==> src/lane_pkg.sv <==
package lane_pkg;

   //////////////////////////////////////////////////////////////////////
   // Widths and pipeline depths
   //////////////////////////////////////////////////////////////////////
   localparam int WORD_W         = 32;
   localparam int BYTES_PER_WORD = 4;
   localparam int ALU_CTRL_W     = 6;

   // Read request to operands at the ALU
   localparam int READ_DELAY = 2;
   // Write command to register file write
   localparam int WB_DELAY   = 2;

   //////////////////////////////////////////////////////////////////////
   // Selector codes
   //////////////////////////////////////////////////////////////////////
   // Element width, code 3 decodes as a full word too
   typedef enum logic [1:0] {
      BYTE = 2'd0,
      HALF = 2'd1,
      WORD = 2'd2
   } width_e;

   // Write-back data source
   typedef enum logic {
      SRC_ALU  = 1'b0,
      SRC_LOAD = 1'b1
   } wsrc_e;

   // One register word seen as bytes or as halfwords
   typedef union packed {
      logic [BYTES_PER_WORD-1:0][7:0] bytes;
      logic [1:0][15:0]               halves;
   } lane_word_t;

endpackage

==> src/lane_wb_if.sv <==
interface lane_wb_if import lane_pkg::*; #(
   parameter int W_PORTS    = 2,
   parameter int VRF_DEPTH  = 64,
   parameter int MASK_DEPTH = 32
);

   // VRF write side, one entry per lane
   logic [W_PORTS-1:0][$clog2(VRF_DEPTH)-1:0]  waddr;
   logic [W_PORTS-1:0][WORD_W-1:0]             wdata;
   logic [W_PORTS-1:0][BYTES_PER_WORD-1:0]     bwen;

   // Mask file write side
   logic [W_PORTS-1:0][$clog2(MASK_DEPTH)-1:0] mask_waddr;
   logic [W_PORTS-1:0]                         mask_wen;
   logic [W_PORTS-1:0]                         mask_wdata;

   modport wb (
      output waddr, wdata, bwen,
      output mask_waddr, mask_wen, mask_wdata
   );

   modport vrf (input waddr, wdata, bwen);

   modport mask (input mask_waddr, mask_wen, mask_wdata);

endinterface

==> src/writeback_stage.sv <==
module writeback_stage import lane_pkg::*; #(
   parameter int W_PORTS    = 2,
   parameter int VRF_DEPTH  = 64,
   parameter int MASK_DEPTH = 32
) (
   input  logic                                       clk_i,
   input  logic                                       rst_i,

   // Write command, per lane
   input  logic [W_PORTS-1:0][$clog2(VRF_DEPTH)-1:0]  waddr_i,
   input  logic [W_PORTS-1:0][BYTES_PER_WORD-1:0]     bwen_i,
   input  wsrc_e [W_PORTS-1:0]                        wsrc_i,
   input  logic [W_PORTS-1:0]                         vector_mask_i,
   input  logic [W_PORTS-1:0][$clog2(MASK_DEPTH)-1:0] mask_addr_i,
   input  logic [W_PORTS-1:0]                         mask_wen_i,
   input  logic [W_PORTS-1:0]                         request_load_i,

   // ALU result, per lane
   input  logic [W_PORTS-1:0]                         alu_vld_i,
   input  logic [W_PORTS-1:0][WORD_W-1:0]             alu_res_i,
   input  logic [W_PORTS-1:0]                         alu_mask_i,

   input  logic [WORD_W-1:0]                          load_data_i,
   input  logic [W_PORTS-1:0]                         mask_bit_i,

   lane_wb_if.wb                                      wb
);

   localparam int AW  = $clog2(VRF_DEPTH);
   localparam int MAW = $clog2(MASK_DEPTH);
   localparam int L   = WB_DELAY - 1;

   logic [W_PORTS-1:0][WORD_W-1:0] wdata_sel;

   // Command pipeline, index 0 is the newest stage
   logic [WB_DELAY-1:0][W_PORTS-1:0][AW-1:0]             waddr_q;
   logic [WB_DELAY-1:0][W_PORTS-1:0][WORD_W-1:0]         wdata_q;
   logic [WB_DELAY-1:0][W_PORTS-1:0][BYTES_PER_WORD-1:0] bwen_q;
   logic [WB_DELAY-1:0][W_PORTS-1:0]                     vm_q;
   logic [WB_DELAY-1:0][W_PORTS-1:0][MAW-1:0]            maddr_q;
   logic [WB_DELAY-1:0][W_PORTS-1:0]                     mwen_q;
   logic [WB_DELAY-1:0][W_PORTS-1:0]                     mdata_q;
   logic [WB_DELAY-1:0][W_PORTS-1:0]                     qual_q;

   // Data source picked at issue
   always_comb begin
      for (int l = 0; l < W_PORTS; l++) begin
         wdata_sel[l] = (wsrc_i[l] == SRC_LOAD) ? load_data_i : alu_res_i[l];
      end
   end

   always_ff @(posedge clk_i) begin
      if (!rst_i) begin
         waddr_q <= '0;
         wdata_q <= '0;
         bwen_q  <= '0;
         vm_q    <= '0;
         maddr_q <= '0;
         mwen_q  <= '0;
         mdata_q <= '0;
         qual_q  <= '0;
      end else begin
         waddr_q <= {waddr_q[WB_DELAY-2:0], waddr_i};
         wdata_q <= {wdata_q[WB_DELAY-2:0], wdata_sel};
         bwen_q  <= {bwen_q[WB_DELAY-2:0], bwen_i};
         vm_q    <= {vm_q[WB_DELAY-2:0], vector_mask_i};
         maddr_q <= {maddr_q[WB_DELAY-2:0], mask_addr_i};
         mwen_q  <= {mwen_q[WB_DELAY-2:0], mask_wen_i};
         mdata_q <= {mdata_q[WB_DELAY-2:0], alu_mask_i};
         qual_q  <= {qual_q[WB_DELAY-2:0], alu_vld_i | request_load_i};
      end
   end

   //////////////////////////////////////////////////////////////////////
   // Last stage, masking and qualification
   //////////////////////////////////////////////////////////////////////
   always_comb begin
      for (int l = 0; l < W_PORTS; l++) begin
         wb.waddr[l]      = waddr_q[L][l];
         wb.wdata[l]      = wdata_q[L][l];
         // Masked lane needs its mask bit set to write
         wb.bwen[l]       = bwen_q[L][l]
                            & {BYTES_PER_WORD{qual_q[L][l] & (~vm_q[L][l] | mask_bit_i[l])}};
         wb.mask_waddr[l] = maddr_q[L][l];
         wb.mask_wen[l]   = mwen_q[L][l] & qual_q[L][l];
         wb.mask_wdata[l] = mdata_q[L][l];
      end
   end

endmodule

==> src/flat_wrapper.sv <==
// flat-port wrapper written by rule: the top's interface ports become plain ports
module writeback_stage_flat import lane_pkg::*;
#(
   parameter int W_PORTS    = 2,
   parameter int VRF_DEPTH  = 64,
   parameter int MASK_DEPTH = 32
)
  (clk_i, rst_i, waddr_i, bwen_i, wsrc_i, vector_mask_i, mask_addr_i, mask_wen_i, request_load_i, alu_vld_i, alu_res_i, alu_mask_i, load_data_i, mask_bit_i, wb_waddr, wb_wdata, wb_bwen, wb_mask_waddr, wb_mask_wen, wb_mask_wdata);
  lane_wb_if #(.W_PORTS(W_PORTS), .VRF_DEPTH(VRF_DEPTH), .MASK_DEPTH(MASK_DEPTH)) wb_i ();
  input  logic clk_i;
  input  logic rst_i;
  input  logic [W_PORTS-1:0][$clog2(VRF_DEPTH)-1:0] waddr_i;
  input  logic [W_PORTS-1:0][BYTES_PER_WORD-1:0] bwen_i;
  input  wsrc_e [W_PORTS-1:0] wsrc_i;
  input  logic [W_PORTS-1:0] vector_mask_i;
  input  logic [W_PORTS-1:0][$clog2(MASK_DEPTH)-1:0] mask_addr_i;
  input  logic [W_PORTS-1:0] mask_wen_i;
  input  logic [W_PORTS-1:0] request_load_i;
  input  logic [W_PORTS-1:0] alu_vld_i;
  input  logic [W_PORTS-1:0][WORD_W-1:0] alu_res_i;
  input  logic [W_PORTS-1:0] alu_mask_i;
  input  logic [WORD_W-1:0] load_data_i;
  input  logic [W_PORTS-1:0] mask_bit_i;
  output wire logic [$bits(wb_i.waddr)-1:0] wb_waddr;
  output wire logic [$bits(wb_i.wdata)-1:0] wb_wdata;
  output wire logic [$bits(wb_i.bwen)-1:0] wb_bwen;
  output wire logic [$bits(wb_i.mask_waddr)-1:0] wb_mask_waddr;
  output wire logic [$bits(wb_i.mask_wen)-1:0] wb_mask_wen;
  output wire logic [$bits(wb_i.mask_wdata)-1:0] wb_mask_wdata;
  assign wb_waddr = wb_i.waddr;
  assign wb_wdata = wb_i.wdata;
  assign wb_bwen = wb_i.bwen;
  assign wb_mask_waddr = wb_i.mask_waddr;
  assign wb_mask_wen = wb_i.mask_wen;
  assign wb_mask_wdata = wb_i.mask_wdata;
  writeback_stage #(.W_PORTS(W_PORTS), .VRF_DEPTH(VRF_DEPTH), .MASK_DEPTH(MASK_DEPTH)) u_core (.clk_i(clk_i), .rst_i(rst_i), .waddr_i(waddr_i), .bwen_i(bwen_i), .wsrc_i(wsrc_i), .vector_mask_i(vector_mask_i), .mask_addr_i(mask_addr_i), .mask_wen_i(mask_wen_i), .request_load_i(request_load_i), .alu_vld_i(alu_vld_i), .alu_res_i(alu_res_i), .alu_mask_i(alu_mask_i), .load_data_i(load_data_i), .mask_bit_i(mask_bit_i), .wb(wb_i));
endmodule
==> config.mk <==
export PLATFORM = sky130hd
export DESIGN_NAME = writeback_stage_flat
export DESIGN_NICKNAME = d
export VERILOG_FILES = /design/src/lane_pkg.sv /design/src/lane_wb_if.sv /design/src/writeback_stage.sv /design/src/flat_wrapper.sv
export SDC_FILE = /design/constraint.sdc
export NUM_CORES = 1
export LEC_CHECK = 0
export BUFFER_PORTS_ARGS = -buffer_cell sky130_fd_sc_hd__buf_2
export CORE_MARGIN = 4
export CORE_UTILIZATION = 45
export CTS_CLUSTER_SIZE = 25
export DETAILED_ROUTE_END_ITERATION = 10
export HOLD_SLACK_MARGIN = 0.05
export PLACE_DENSITY = 0.76
export SETUP_SLACK_MARGIN = 0.02
export SLEW_MARGIN = 0
export SYNTH_ARGS = -nofsm -noshare
export SYNTH_HDL_FRONTEND = slang
export SYNTH_SLANG_ARGS = --single-unit
export TNS_END_PERCENT = 20
==> constraint.sdc <==
create_clock -name clk_i -period 0.9 [get_ports clk_i]
set_clock_uncertainty 0.1 [all_clocks]
set_input_delay 0.18 -clock clk_i [delete_from_list [all_inputs] [get_ports clk_i]]
set_output_delay 0.18 -clock clk_i [all_outputs]
set_load 0.1 [all_outputs]
# After elaboration in Yosys (flattened, before gate mapping)
# Index checks and enable logic that the tools add are counted.
dict set report word_totals {
  ff_bits 204
  inputBits 142
  out_inout_bits 98
}
dict set report classes {
  bitwise 11
  muxes 2
}
# operator n
set op_table {}
lappend op_table {{two-way mux 32 bit} 2}
lappend op_table {{AND 4 bit} 2}
lappend op_table {{AND 1 bit} 4}
lappend op_table {{inverter 1 bit} 2}
lappend op_table {{bitwise OR 1 bit} 2}
lappend op_table {{bitwise OR 2 bit} 1}

# Logic depth before layout (Yosys ltp)
# Gate-level depths: netlist of the first run.
dict set report logic_depth {
  ltp_word 4
  ltp_mapped 4
  ltp_nobuf 2
}

# Worst setup path after synthesis of the first run
# No wires, ideal clock.
dict set report synth_path {
  kind {register to output}
  start {register u_core.vm_q[2] (netlist name)}
  end {output wb_bwen[0]}
  slack_ns -0.536
  stages_incl_launch_ff 3
  arrival_ns 1.156
  n_path_buf 0
  t_required_ns 0.620
  cell_sequence {dfxtp_1 nand2b_1 and3_1}
}
dict set report synth_via {
  elab_chain_len 4
}
# item line
set synth_rtl {}
lappend synth_rtl {{start: declaration} writeback_stage.sv:39} ;# logic [WB_DELAY-1:0][W_PORTS-1:0] vm_q;
lappend synth_rtl {{start signal: assignment} writeback_stage.sv:66} ;# vm_q <= {vm_q[WB_DELAY-2:0], vector_mask_i};
lappend synth_rtl {{inverter 1 bit} writeback_stage.sv:83} ;# & {BYTES_PER_WORD{qual_q[L][l] & (~vm_q[L][l] | mask_bit_i[l])}};
lappend synth_rtl {{bitwise OR 1 bit} writeback_stage.sv:83}
lappend synth_rtl {{AND 1 bit} writeback_stage.sv:83}
lappend synth_rtl {{AND 4 bit} writeback_stage.sv:83}
lappend synth_rtl {{end: declaration} flat_wrapper.sv:26} ;# output wire logic [$bits(wb_i.bwen)-1:0] wb_bwen;
# No other way between the ends.

# Final worst setup path of the first run
dict set report layout_path {
  start {register u_core.vm_q[3] (netlist name)}
  end {output wb_bwen[7]}
}
# The elaborated chain is that of the path after synthesis.

==> impl_metrics.csv, run 1 <==
group,metric,value,unit
logic_synthesis,netlist_area,6950,um^2
setup_path,end_kind,"output pin",
power,power.leakage,5.11,nW
detailed_routing,vias,4956,
setup_path,crit_buf_inv,1,
outcome,violations,"negative setup slack",
logic_synthesis,synth_top_family_by_area,"simple AND/OR/NAND/NOR gates",
clock_network,cts_max_path_buffers,3,
detailed_routing,first_iter_violations,129,
place,io_buffer_count,239,
sta,rsz0062_at_grt,"true",
setup_path,critPathMaxStageDelay,0.33,ns
grt,grt_use_total,0.212,
floorplan,dieArea,17500,um^2
grt,antenna_found_initial,2,
setup_path,slowest_stage,"dfxtp_2",
floorplan,die_x,132,um
worst_hold_path,hold_depth,3,
detailed_routing,routed_wl,19.4,mm
logic_synthesis,syn_avg_cell_area,11.5,um^2
sta,worst_slew_pin_slew,0.213,ns
setup_path,worstPathArrival,1.27,ns
detailed_routing,drc,0,
logic_synthesis,synth-adder-area-share,0,
logic_synthesis,syn_inst,602,
logic_synthesis,synth-xor-area-share,0,
floorplan,die_y,132,um
final_layout,final_common_cell,"buf_2",
floorplan,ios,240,
setup_path,worstRegToRegCells,1,
logic_synthesis,synth_compound_area_frac,0.00216,
grt,grt_overflow,0,
detailed_routing,first_pass_iters,4,
sta,period_minus_slack,1.55,ns
sta,finalCritPeriodShare,1.72,
floorplan,row_count,45,
final_layout,fin_util,0.759,
detailed_routing,avgViaCountPerCell,4.51,
floorplan,core,15100,um^2
clock_network,cts_setup_buffers,0,
final_layout,final_nets,1037,
setup_path,cp_cell_sequence,"nand2b_4 -> and3_4 -> buf_12",
setup_path,path_delay_family,"flip-flops",
grt,grt_pass1_wl,29.5,mm
setup_path,crit_cells,3,
sta,setup_viol_count_final,98,
grt,grt_max_degree,63,
final_layout,layout-drive-gt1-share,0.435,
final_layout,synthToLayoutAreaGrowth,65.4,%
logic_synthesis,yosys_warnings,0,
logic_synthesis,synth_mux_area_frac,0.0922,
place,dpl.hpwl,10.9,mm
clock_network,cts_inserted_buffers,20,
clock_network,clk_latency,0.47,ns
worst_hold_path,hold_path_class,"input pin to register",
setup_path,critPathKind,"register to output pin",
clock_network,root_buffer,"clkbuf_16",
logic_synthesis,synth.area.top_cells,"dfxtp_1 (59%), and2_1 (13%), buf_4 (9.8%)",
logic_synthesis,ys_seq_area_frac,0.588,
place,dp_cells,925,
logic_synthesis,synth_seq_cells,204,
final_layout,mostFrequentLayoutCells,"buf_2 (139), and2_1 (138), dlygate4sd3_1 (133)",
place,gp_congestion,0.820,
detailed_routing,wl_per_cell,17.7,um
outcome,outcome,"complete, but fails checks",
floorplan,start_util,0.459,
sta,fmax,646,MHz
power,irDropWorstVdd,1260,uV
clock_network,clk_pin_slew_worst_paths,0.06,ns
power,p_per_area,1970,nW/um^2
power,total_power,22.6,mW
place,place_ws,-0.237,ns
logic_synthesis,yosys.area.top_type_share,0.588,
grt,grt_pass1_vias,5540,
clock_network,clkSinkCount,204,
logic_synthesis,syn_nets,744,
logic_synthesis,yosysTopAreaCell,"dfxtp_1",
sta,max_slew_margin,0.854,
clock_network,htreeDepth,1,
clock_network,cts_tree,"built",
logic_synthesis,synth.distinct_cells,13,
setup_path,critPathLaunchType,"register",
detailed_routing,detail-route-antenna-nets,0,
sta,finalHoldViolations,0,
job,cap_violations,0,
setup_path,critPathRequiredTime,0.62,ns
logic_synthesis,synth_simple_gate_area_share,0.193,
sta,slew_violations,0,
final_layout,final_cells,1098,
setup_path,crit_fanout,4,
sta,finalWorstSetupSlack,-0.647,ns
## layer usage
layer,global-route usage,routed length (um),vias to the layer above
met1,0.212,6920,2282
met5,0,0,-
met4,0.101,814,0
met3,0.0763,1620,61
met2,0.391,10100,233
li1,-,-,2380
## synth_stat cells (all sizes together)
| cell | n |
|---|---|
| and2 | 140 |
| and2b | 1 |
| and3 | 8 |
| buf | 108 |
| clkbuf | 10 |
| dfxtp | 204 |
| mux2i | 64 |
| nand2b | 2 |
| nor2b | 63 |
| o21a | 2 |
## cell families (layout without fill, tap and decap cells)
logic type / Yosys count / in the layout
multiplexers: 64 / 64
buffers and inverters: 118 / 424
flip-flops: 204 / 204
AND/OR/NAND/NOR: 214 / 214
other: 0 / 2
AO/OA/AOI/OAI: 2 / 2
## state kept, by name, indices dropped and copies added (netlist names)
name / count
u_core.wdata_q: 64
u_core.bwen_q: 16
u_core.mwen_q: 4
u_core.wb.wdata: 64
u_core.wb.waddr: 12
u_core.wb.mask_waddr: 10
u_core.qual_q: 4
u_core.maddr_q: 10
u_core.vm_q: 4
u_core.waddr_q: 12
u_core.wb.mask_wdata: 2
u_core.mdata_q: 2
## layout make-up
cell class	count	area [um^2]
Fill cell	828	3650
Antenna cell	2	5.00
Clock inverter	7	118
Clock buffer	28	612
Multi-Input combinational cell	280	2080
Timing Repair Buffer	389	4240
Sequential cell	204	4200
Tap cell	188	235
## report_power, final
part	internal [mW]	total, mW	switching (mW)
sequential	9.55	9.78	0.225
combinational	1.75	3.86	2.11
clock	5.60	8.95	3.35
total	16.9	22.6	5.68
## worst paths after layout
kind | end | slack [ns] | start
worst max-delay path | wb_bwen[7] | -0.65 | u_core.vm_q[3]
worst min-delay path | u_core.wb.mask_waddr[2] | 0.12 | rst_i
worst max register to register | u_core.wb.wdata[21] | 0.19 | u_core.wdata_q[21]
worst min register to register | u_core.wb.wdata[20] | 0.33 | u_core.wdata_q[20]
## stage by stage
stage	cell area, um^2	setup TNS [ns]	hold slack [ns]
global placement	9230	-10.19	0.286
floorplan	7000	-1.40	0.190
detailed placement	9230	-11.96	0.290
finish	11500	-38.46	0.123
global route	11500	-41.91	0.123
CTS	11400	-40.67	0.106
## what timing repair did
item / 4_1_cts / 5_1_grt
endpoints found under the hold margin: 102 / 0
pin swaps: 8 / 8
setup endpoints to repair: 98 / 103
hold buffers: 136 / 0
resized for setup: 92 / 12
(Power assumes the default switching activity.)
==> inputs of run 2 (changes only) <==
--- a/config.mk
+++ b/config.mk
@@ -8,5 +8,5 @@
 export BUFFER_PORTS_ARGS = -buffer_cell sky130_fd_sc_hd__buf_2
+export CORE_ASPECT_RATIO = 1.4
 export CORE_MARGIN = 4
 export CORE_UTILIZATION = 45
-export CTS_CLUSTER_SIZE = 25
 export DETAILED_ROUTE_END_ITERATION = 10
==> constraint.sdc (replaced) <==
create_clock -name clk_i -period 0.9 [get_ports clk_i]
set_clock_uncertainty 0.1 [all_clocks]
set_input_delay 0.09 -clock clk_i [delete_from_list [all_inputs] [get_ports clk_i]]
set_output_delay 0.09 -clock clk_i [all_outputs]
set_load 0.1 [all_outputs]
==> run 2 against run 1 <==
Against the previous run:
- the flow finishes with violations (negative hold slack, negative setup slack)
- critical path type unchanged
- total power down 2.1%
- sequential cell count unchanged
- clock-buffer cell count down 1
- critical path depth did not move
- cell area decreased by 0.83%
- hold slack worse by 0.15 ns
- largest power group unchanged
- setup slack better by 0.062 ns
==> impl_metrics.csv, run 2 (synthesized netlist as in run 1, its figures left out) <==
group,metric,value,unit
power,irDropWorstVdd,2080,uV
detailed_routing,detail-route-antenna-nets,0,
sta,setup_viol_count_final,202,
grt,grt_pass1_vias,5735,
detailed_routing,drc,0,
floorplan,ios,240,
power,p_per_area,1940,nW/um^2
sta,fmax,673,MHz
detailed_routing,first_pass_iters,4,
detailed_routing,avgViaCountPerCell,4.50,
clock_network,clk_pin_slew_worst_paths,0.06,ns
setup_path,end_kind,"output pin",
setup_path,worstRegToRegCells,1,
place,dp_cells,927,
setup_path,crit_cells,3,
job,cap_violations,0,
setup_path,critPathRequiredTime,0.71,ns
grt,grt_overflow,0,
sta,period_minus_slack,1.49,ns
power,power.leakage,5.06,nW
floorplan,start_util,0.461,
floorplan,dieArea,17500,um^2
grt,grt_max_degree,95,
clock_network,cts_tree,"built",
clock_network,cts_setup_buffers,0,
final_layout,final.fill_count,838,
clock_network,clkSinkCount,204,
floorplan,die_y,155,um
place,gp_congestion,0.824,
sta,finalHoldViolations,2,
clock_network,clk_latency,0.48,ns
final_layout,final_common_cell,"buf_2",
final_layout,final_nets,1035,
final_layout,synthToLayoutAreaGrowth,64.0,%
clock_network,htreeDepth,1,
sta,finalWorstSetupSlack,-0.585,ns
detailed_routing,vias,4944,
setup_path,critPathLaunchType,"register",
setup_path,path_delay_family,"simple AND/OR/NAND/NOR gates",
clock_network,cts_max_path_buffers,3,
outcome,outcome,"complete, but fails checks",
floorplan,die_x,113,um
grt,grt_pass1_wl,30.1,mm
setup_path,crit_fanout,4,
sta,rsz0062_at_grt,"true",
sta,finalCritPeriodShare,1.65,
detailed_routing,wl_per_cell,17.5,um
final_layout,layout-drive-gt1-share,0.423,
detailed_routing,routed_wl,19.3,mm
worst_hold_path,hold_path_class,"input pin to register",
place,io_buffer_count,239,
grt,antenna_found_initial,2,
final_layout,mostFrequentLayoutCells,"buf_2 (140), and2_1 (138), dlygate4sd3_1 (137)",
power,internal-power,16.5,mW
setup_path,crit_buf_inv,1,
floorplan,core,15100,um^2
power,p_sw_frac,0.256,
outcome,violations,"negative hold slack, negative setup slack",
power,seqPwrFrac,0.442,
clock_network,cts_inserted_buffers,19,
power,clkPwrFrac,0.385,
power,power.switching,5.66,mW
setup_path,critPathMaxStageDelay,0.30,ns
worst_hold_path,hold_depth,3,
setup_path,worstPathArrival,1.30,ns
power,combPwrFrac,0.173,
sta,slew_violations,0,
floorplan,row_count,53,
sta,max_slew_margin,0.809,
detailed_routing,first_iter_violations,131,
grt,grt_use_total,0.219,
setup_path,critPathKind,"register to output pin",
sta,hold_ws,-0.0290,ns
setup_path,slowest_stage,"dfxtp_1",
power,total_power,22.1,mW
sta,worst_slew_pin_slew,0.286,ns
setup_path,cp_cell_sequence,"nand2b_1 -> and3_4 -> buf_12",
place,dpl.hpwl,10.8,mm
final_layout,final_cells,1099,
clock_network,root_buffer,"clkbuf_16",
## run 2: cell count changes in the layout (fill, tap and decap cells not counted), moves of 2 or more
cell and change:
dlygate4sd3_1 +4, dlymetal6s4s_1 -3, clkbuf_1 +2, buf_4 -3, clkbuf_16 -2, mux2i_1 +4, clkinvlp_4 -3, mux2i_2 -3
## run 2: cell type report
| class | count | area, um^2 | area share |
|---|---|---|---|
| Antenna cell | 2 | 5.00 | 0.000439 |
| Clock buffer | 27 | 556 | 0.0487 |
| Clock inverter | 6 | 113 | 0.00988 |
| Multi-Input combinational cell | 280 | 2050 | 0.180 |
| Sequential cell | 204 | 4200 | 0.369 |
| Tap cell | 192 | 240 | 0.0211 |
| Timing Repair Buffer | 388 | 4230 | 0.371 |
## run 2: repair_timing
item,4_1_cts,5_1_grt
hold buffers,137,1
setup endpoints to repair,98,296
pin swaps,3,4
resized for setup,94,0
endpoints found under the hold margin,116,25
## run 2: power by group through the flow
stage                     combinational (mW)  sequential, mW  clock [mW]
final                                   3.82            9.78        8.52
after global routing                    3.98            9.82        9.06
after CTS                               3.75            9.77        8.62
after floorplan                         2.26            9.79           0
after detailed placement                3.26            9.93           0
after global placement                  3.22            9.91           0
## run 2: worst min-delay path, stage by stage
cell,delay [ns]
buf_2,0.18
mux2i_1,0.13
nor2b_1,0.11
## run 2: worst paths after layout
check / start / to / slack, ns
hold / removal: wsrc_i[1] / u_core.wdata_q[33] / -0.03
hold reg to reg: u_core.bwen_q[2] / u_core.bwen_q[10] / 0.33
setup / recovery: u_core.vm_q[2] / wb_bwen[3] / -0.59
setup reg to reg: u_core.maddr_q[8] / u_core.wb.mask_waddr[8] / 0.19
## run 2: routing by layer
| layer | part of all wire | track usage |
|---|---|---|
| met4 | 0.069 | 0.140 |
| met1 | 0.33 | 0.209 |
| met2 | 0.54 | 0.413 |
| met3 | 0.062 | 0.0502 |
| met5 | 0 | 0 |
## run 2: through the flow
step           cell area [um^2]  setup slack, ns   util  TNS (ns)  hold slack [ns]
3_3_place_gp               9230          -0.0743  0.613     -2.89            0.196
3_5_place_dp               9230          -0.0984  0.613     -4.21            0.196
2_1_floorplan              6990          -0.0619      -    -0.495            0.100
4_1_cts                   11400           -0.611  0.757    -77.87          -0.0382
5_1_grt                   11400           -0.631  0.757    -58.81          -0.0107
6_report                  11400           -0.585  0.757    -51.59          -0.0290
==> inputs of run 3 (changes only) <==
Settings changed: BUFFER_PORTS_ARGS -buffer_cell sky130_fd_sc_hd__buf_2 to -buffer_cell sky130_fd_sc_hd__buf_4, REMOVE_ABC_BUFFERS set to 1.
==> run 3 against run 2 <==
Against the previous run:
- routed wire length increased by 4.0%
- critical path depth unchanged
- clock-buffer cell count increased by 2
- largest power group unchanged
- clock power decreased by 1%
- the run still ends with negative hold slack, negative setup slack left
- cell area increased by 2.9%
- global-route usage decreased by 0.16 points
- register-to-register slack about the same
==> impl_metrics.csv, run 3 (synthesized netlist as in run 1, its figures left out) <==
group,metric,value,unit
outcome,outcome,"complete, but fails checks",
outcome,violations,"negative hold slack, negative setup slack",
clock_network,clk_pin_slew_worst_paths,0.06,ns
setup_path,crit_cells,3,
clock_network,clkSinkCount,204,
final_layout,final.fill_count,774,
power,power.leakage,5.19,nW
clock_network,cts_inserted_buffers,20,
floorplan,die_x,113,um
power,p_per_area,1890,nW/um^2
power,power.switching,5.62,mW
setup_path,cp_cell_sequence,"nand2b_4 -> and3_4 -> buf_12",
sta,max_slew_margin,0.763,
grt,grt_max_degree,78,
power,internal-power,16.6,mW
setup_path,end_kind,"output pin",
sta,slew_violations,0,
clock_network,cts_tree,"built",
detailed_routing,detail-route-antenna-nets,0,
power,total_power,22.2,mW
final_layout,final_cells,1095,
final_layout,layout-drive-gt1-share,0.422,
sta,period_minus_slack,1.47,ns
floorplan,dieArea,17500,um^2
final_layout,register_area,4210,um^2
power,p_sw_frac,0.253,
final_layout,final_common_cell,"buf_4",
final_layout,final_nets,1034,
sta,setup_viol_count_final,98,
final_layout,fin_util,0.779,
clock_network,htreeDepth,1,
sta,fmax,679,MHz
setup_path,critPathMaxStageDelay,0.33,ns
clock_network,cts_max_path_buffers,3,
floorplan,die_y,155,um
place,gp_congestion,0.778,
detailed_routing,first_iter_violations,153,
setup_path,crit_path_end,"wb_bwen[3]",
sta,worst_slew_pin_slew,0.356,ns
power,irDropWorstVdd,1700,uV
place,io_buffer_count,239,
sta,finalHoldViolations,1,
setup_path,crit_fanout,4,
detailed_routing,first_pass_iters,4,
sta,hold_ws,-0.0000344,ns
power,clkPwrFrac,0.379,
setup_path,worstPathArrival,1.28,ns
sta,finalWorstSetupSlack,-0.572,ns
setup_path,critPathLaunchType,"register",
final_layout,antenna_cells,0,
job,cap_violations,0,
sta,finalCritPeriodShare,1.64,
setup_path,slowest_stage,"dfxtp_2",
place,dpl.hpwl,9.86,mm
grt,antenna_found_initial,0,
setup_path,r2r_end,"u_core.wb.mask_wdata[1]",
setup_path,rrSetupSlack,0.20,ns
setup_path,path_delay_family,"flip-flops",
detailed_routing,drc,0,
clock_network,clk_latency,0.48,ns
grt,grt_pass1_vias,5701,
detailed_routing,avgViaCountPerCell,4.53,
detailed_routing,wl_per_cell,18.3,um
setup_path,r2r-start,"u_core.mdata_q[1]",
detailed_routing,vias,4956,
grt,grt_pass1_wl,29.8,mm
power,combPwrFrac,0.180,
detailed_routing,routed_wl,20.1,mm
final_layout,mostFrequentLayoutCells,"buf_4 (143), and2_1 (138), dlygate4sd3_1 (136)",
grt,grt_use_total,0.217,
setup_path,crit_buf_inv,1,
power,seqPwrFrac,0.442,
setup_path,critPathRequiredTime,0.71,ns
place,dp_cells,924,
floorplan,ios,240,
sta,rsz0062_at_grt,"true",
setup_path,critPathKind,"register to output pin",
setup_path,startpoint,"u_core.vm_q[2]",
setup_path,worstRegToRegCells,1,
floorplan,start_util,0.461,
final_layout,multi_input_area,2060,um^2
final_layout,synthToLayoutAreaGrowth,68.9,%
clock_network,root_buffer,"clkbuf_16",
grt,grt_overflow,0,
worst_hold_path,hold_path_class,"input pin to register",
floorplan,row_count,53,
floorplan,core,15100,um^2
clock_network,postCtsHoldBufs,138,
==> run 3: per-layer routing <==
layer | up-vias | GRT usage | share of wire
met5 | - | 0 | 0
met4 | 0 | 0.0911 | 0.044
met3 | 56 | 0.0440 | 0.056
met2 | 191 | 0.440 | 0.58
met1 | 2341 | 0.206 | 0.32
li1 | 2368 | - | -
==> run 3: cell type report <==
type | instances | share of cell area
clock buffer | 29 | 0.0508
clock inverter | 4 | 0.00597
multi-input combinational | 280 | 0.175
sequential | 204 | 0.359
tap | 192 | 0.0205
timing repair buffer | 386 | 0.389
==> run 3: how the worst min path moves through the flow <==
| stage | slack [ns] | end | cells past startpoint | startpoint |
|---|---|---|---|---|
| after floorplan | 0.10 | u_core.qual_q[0] | 1 | alu_vld_i[0] |
| after global placement | 0.19 | u_core.qual_q[1] | 2 | alu_vld_i[1] |
| after detailed placement | 0.20 | u_core.qual_q[1] | 2 | alu_vld_i[1] |
| after CTS | -0.03 | u_core.wdata_q[37] | 4 | wsrc_i[1] |
| after global routing | 0.006 | u_core.wdata_q[37] | 4 | wsrc_i[1] |
| final | -0.00003 | u_core.wdata_q[37] | 4 | wsrc_i[1] |
==> run 3: what timing repair did <==
action / in CTS / in global routing
endpoints found under the setup margin: 98 / 299
endpoints found under the hold margin: 124 / 11
resized for setup: 394 / 12
buffers inserted: 0 / 0
pin swaps: 5 / 5
==> run 3: per-stage QoR <==
step	setup slack, ns	cell area (um^2)	TNS, ns
after floorplan	-0.446	6080	-21.81
after global placement	-0.104	8260	-0.969
after detailed placement	-0.159	8260	-1.57
after CTS	-0.611	11700	-59.82
after global routing	-0.604	11700	-33.44
final	-0.572	11700	-30.02
==> run 3: power groups by stage <==
stage	Sequential [mW]	Clock [mW]	Combinational, mW
after floorplan	11.1	0	0.520
after global placement	9.81	0	2.86
after detailed placement	9.83	0	2.91
after CTS	9.78	8.51	3.87
after global routing	9.83	8.95	4.15
final	9.80	8.41	3.99
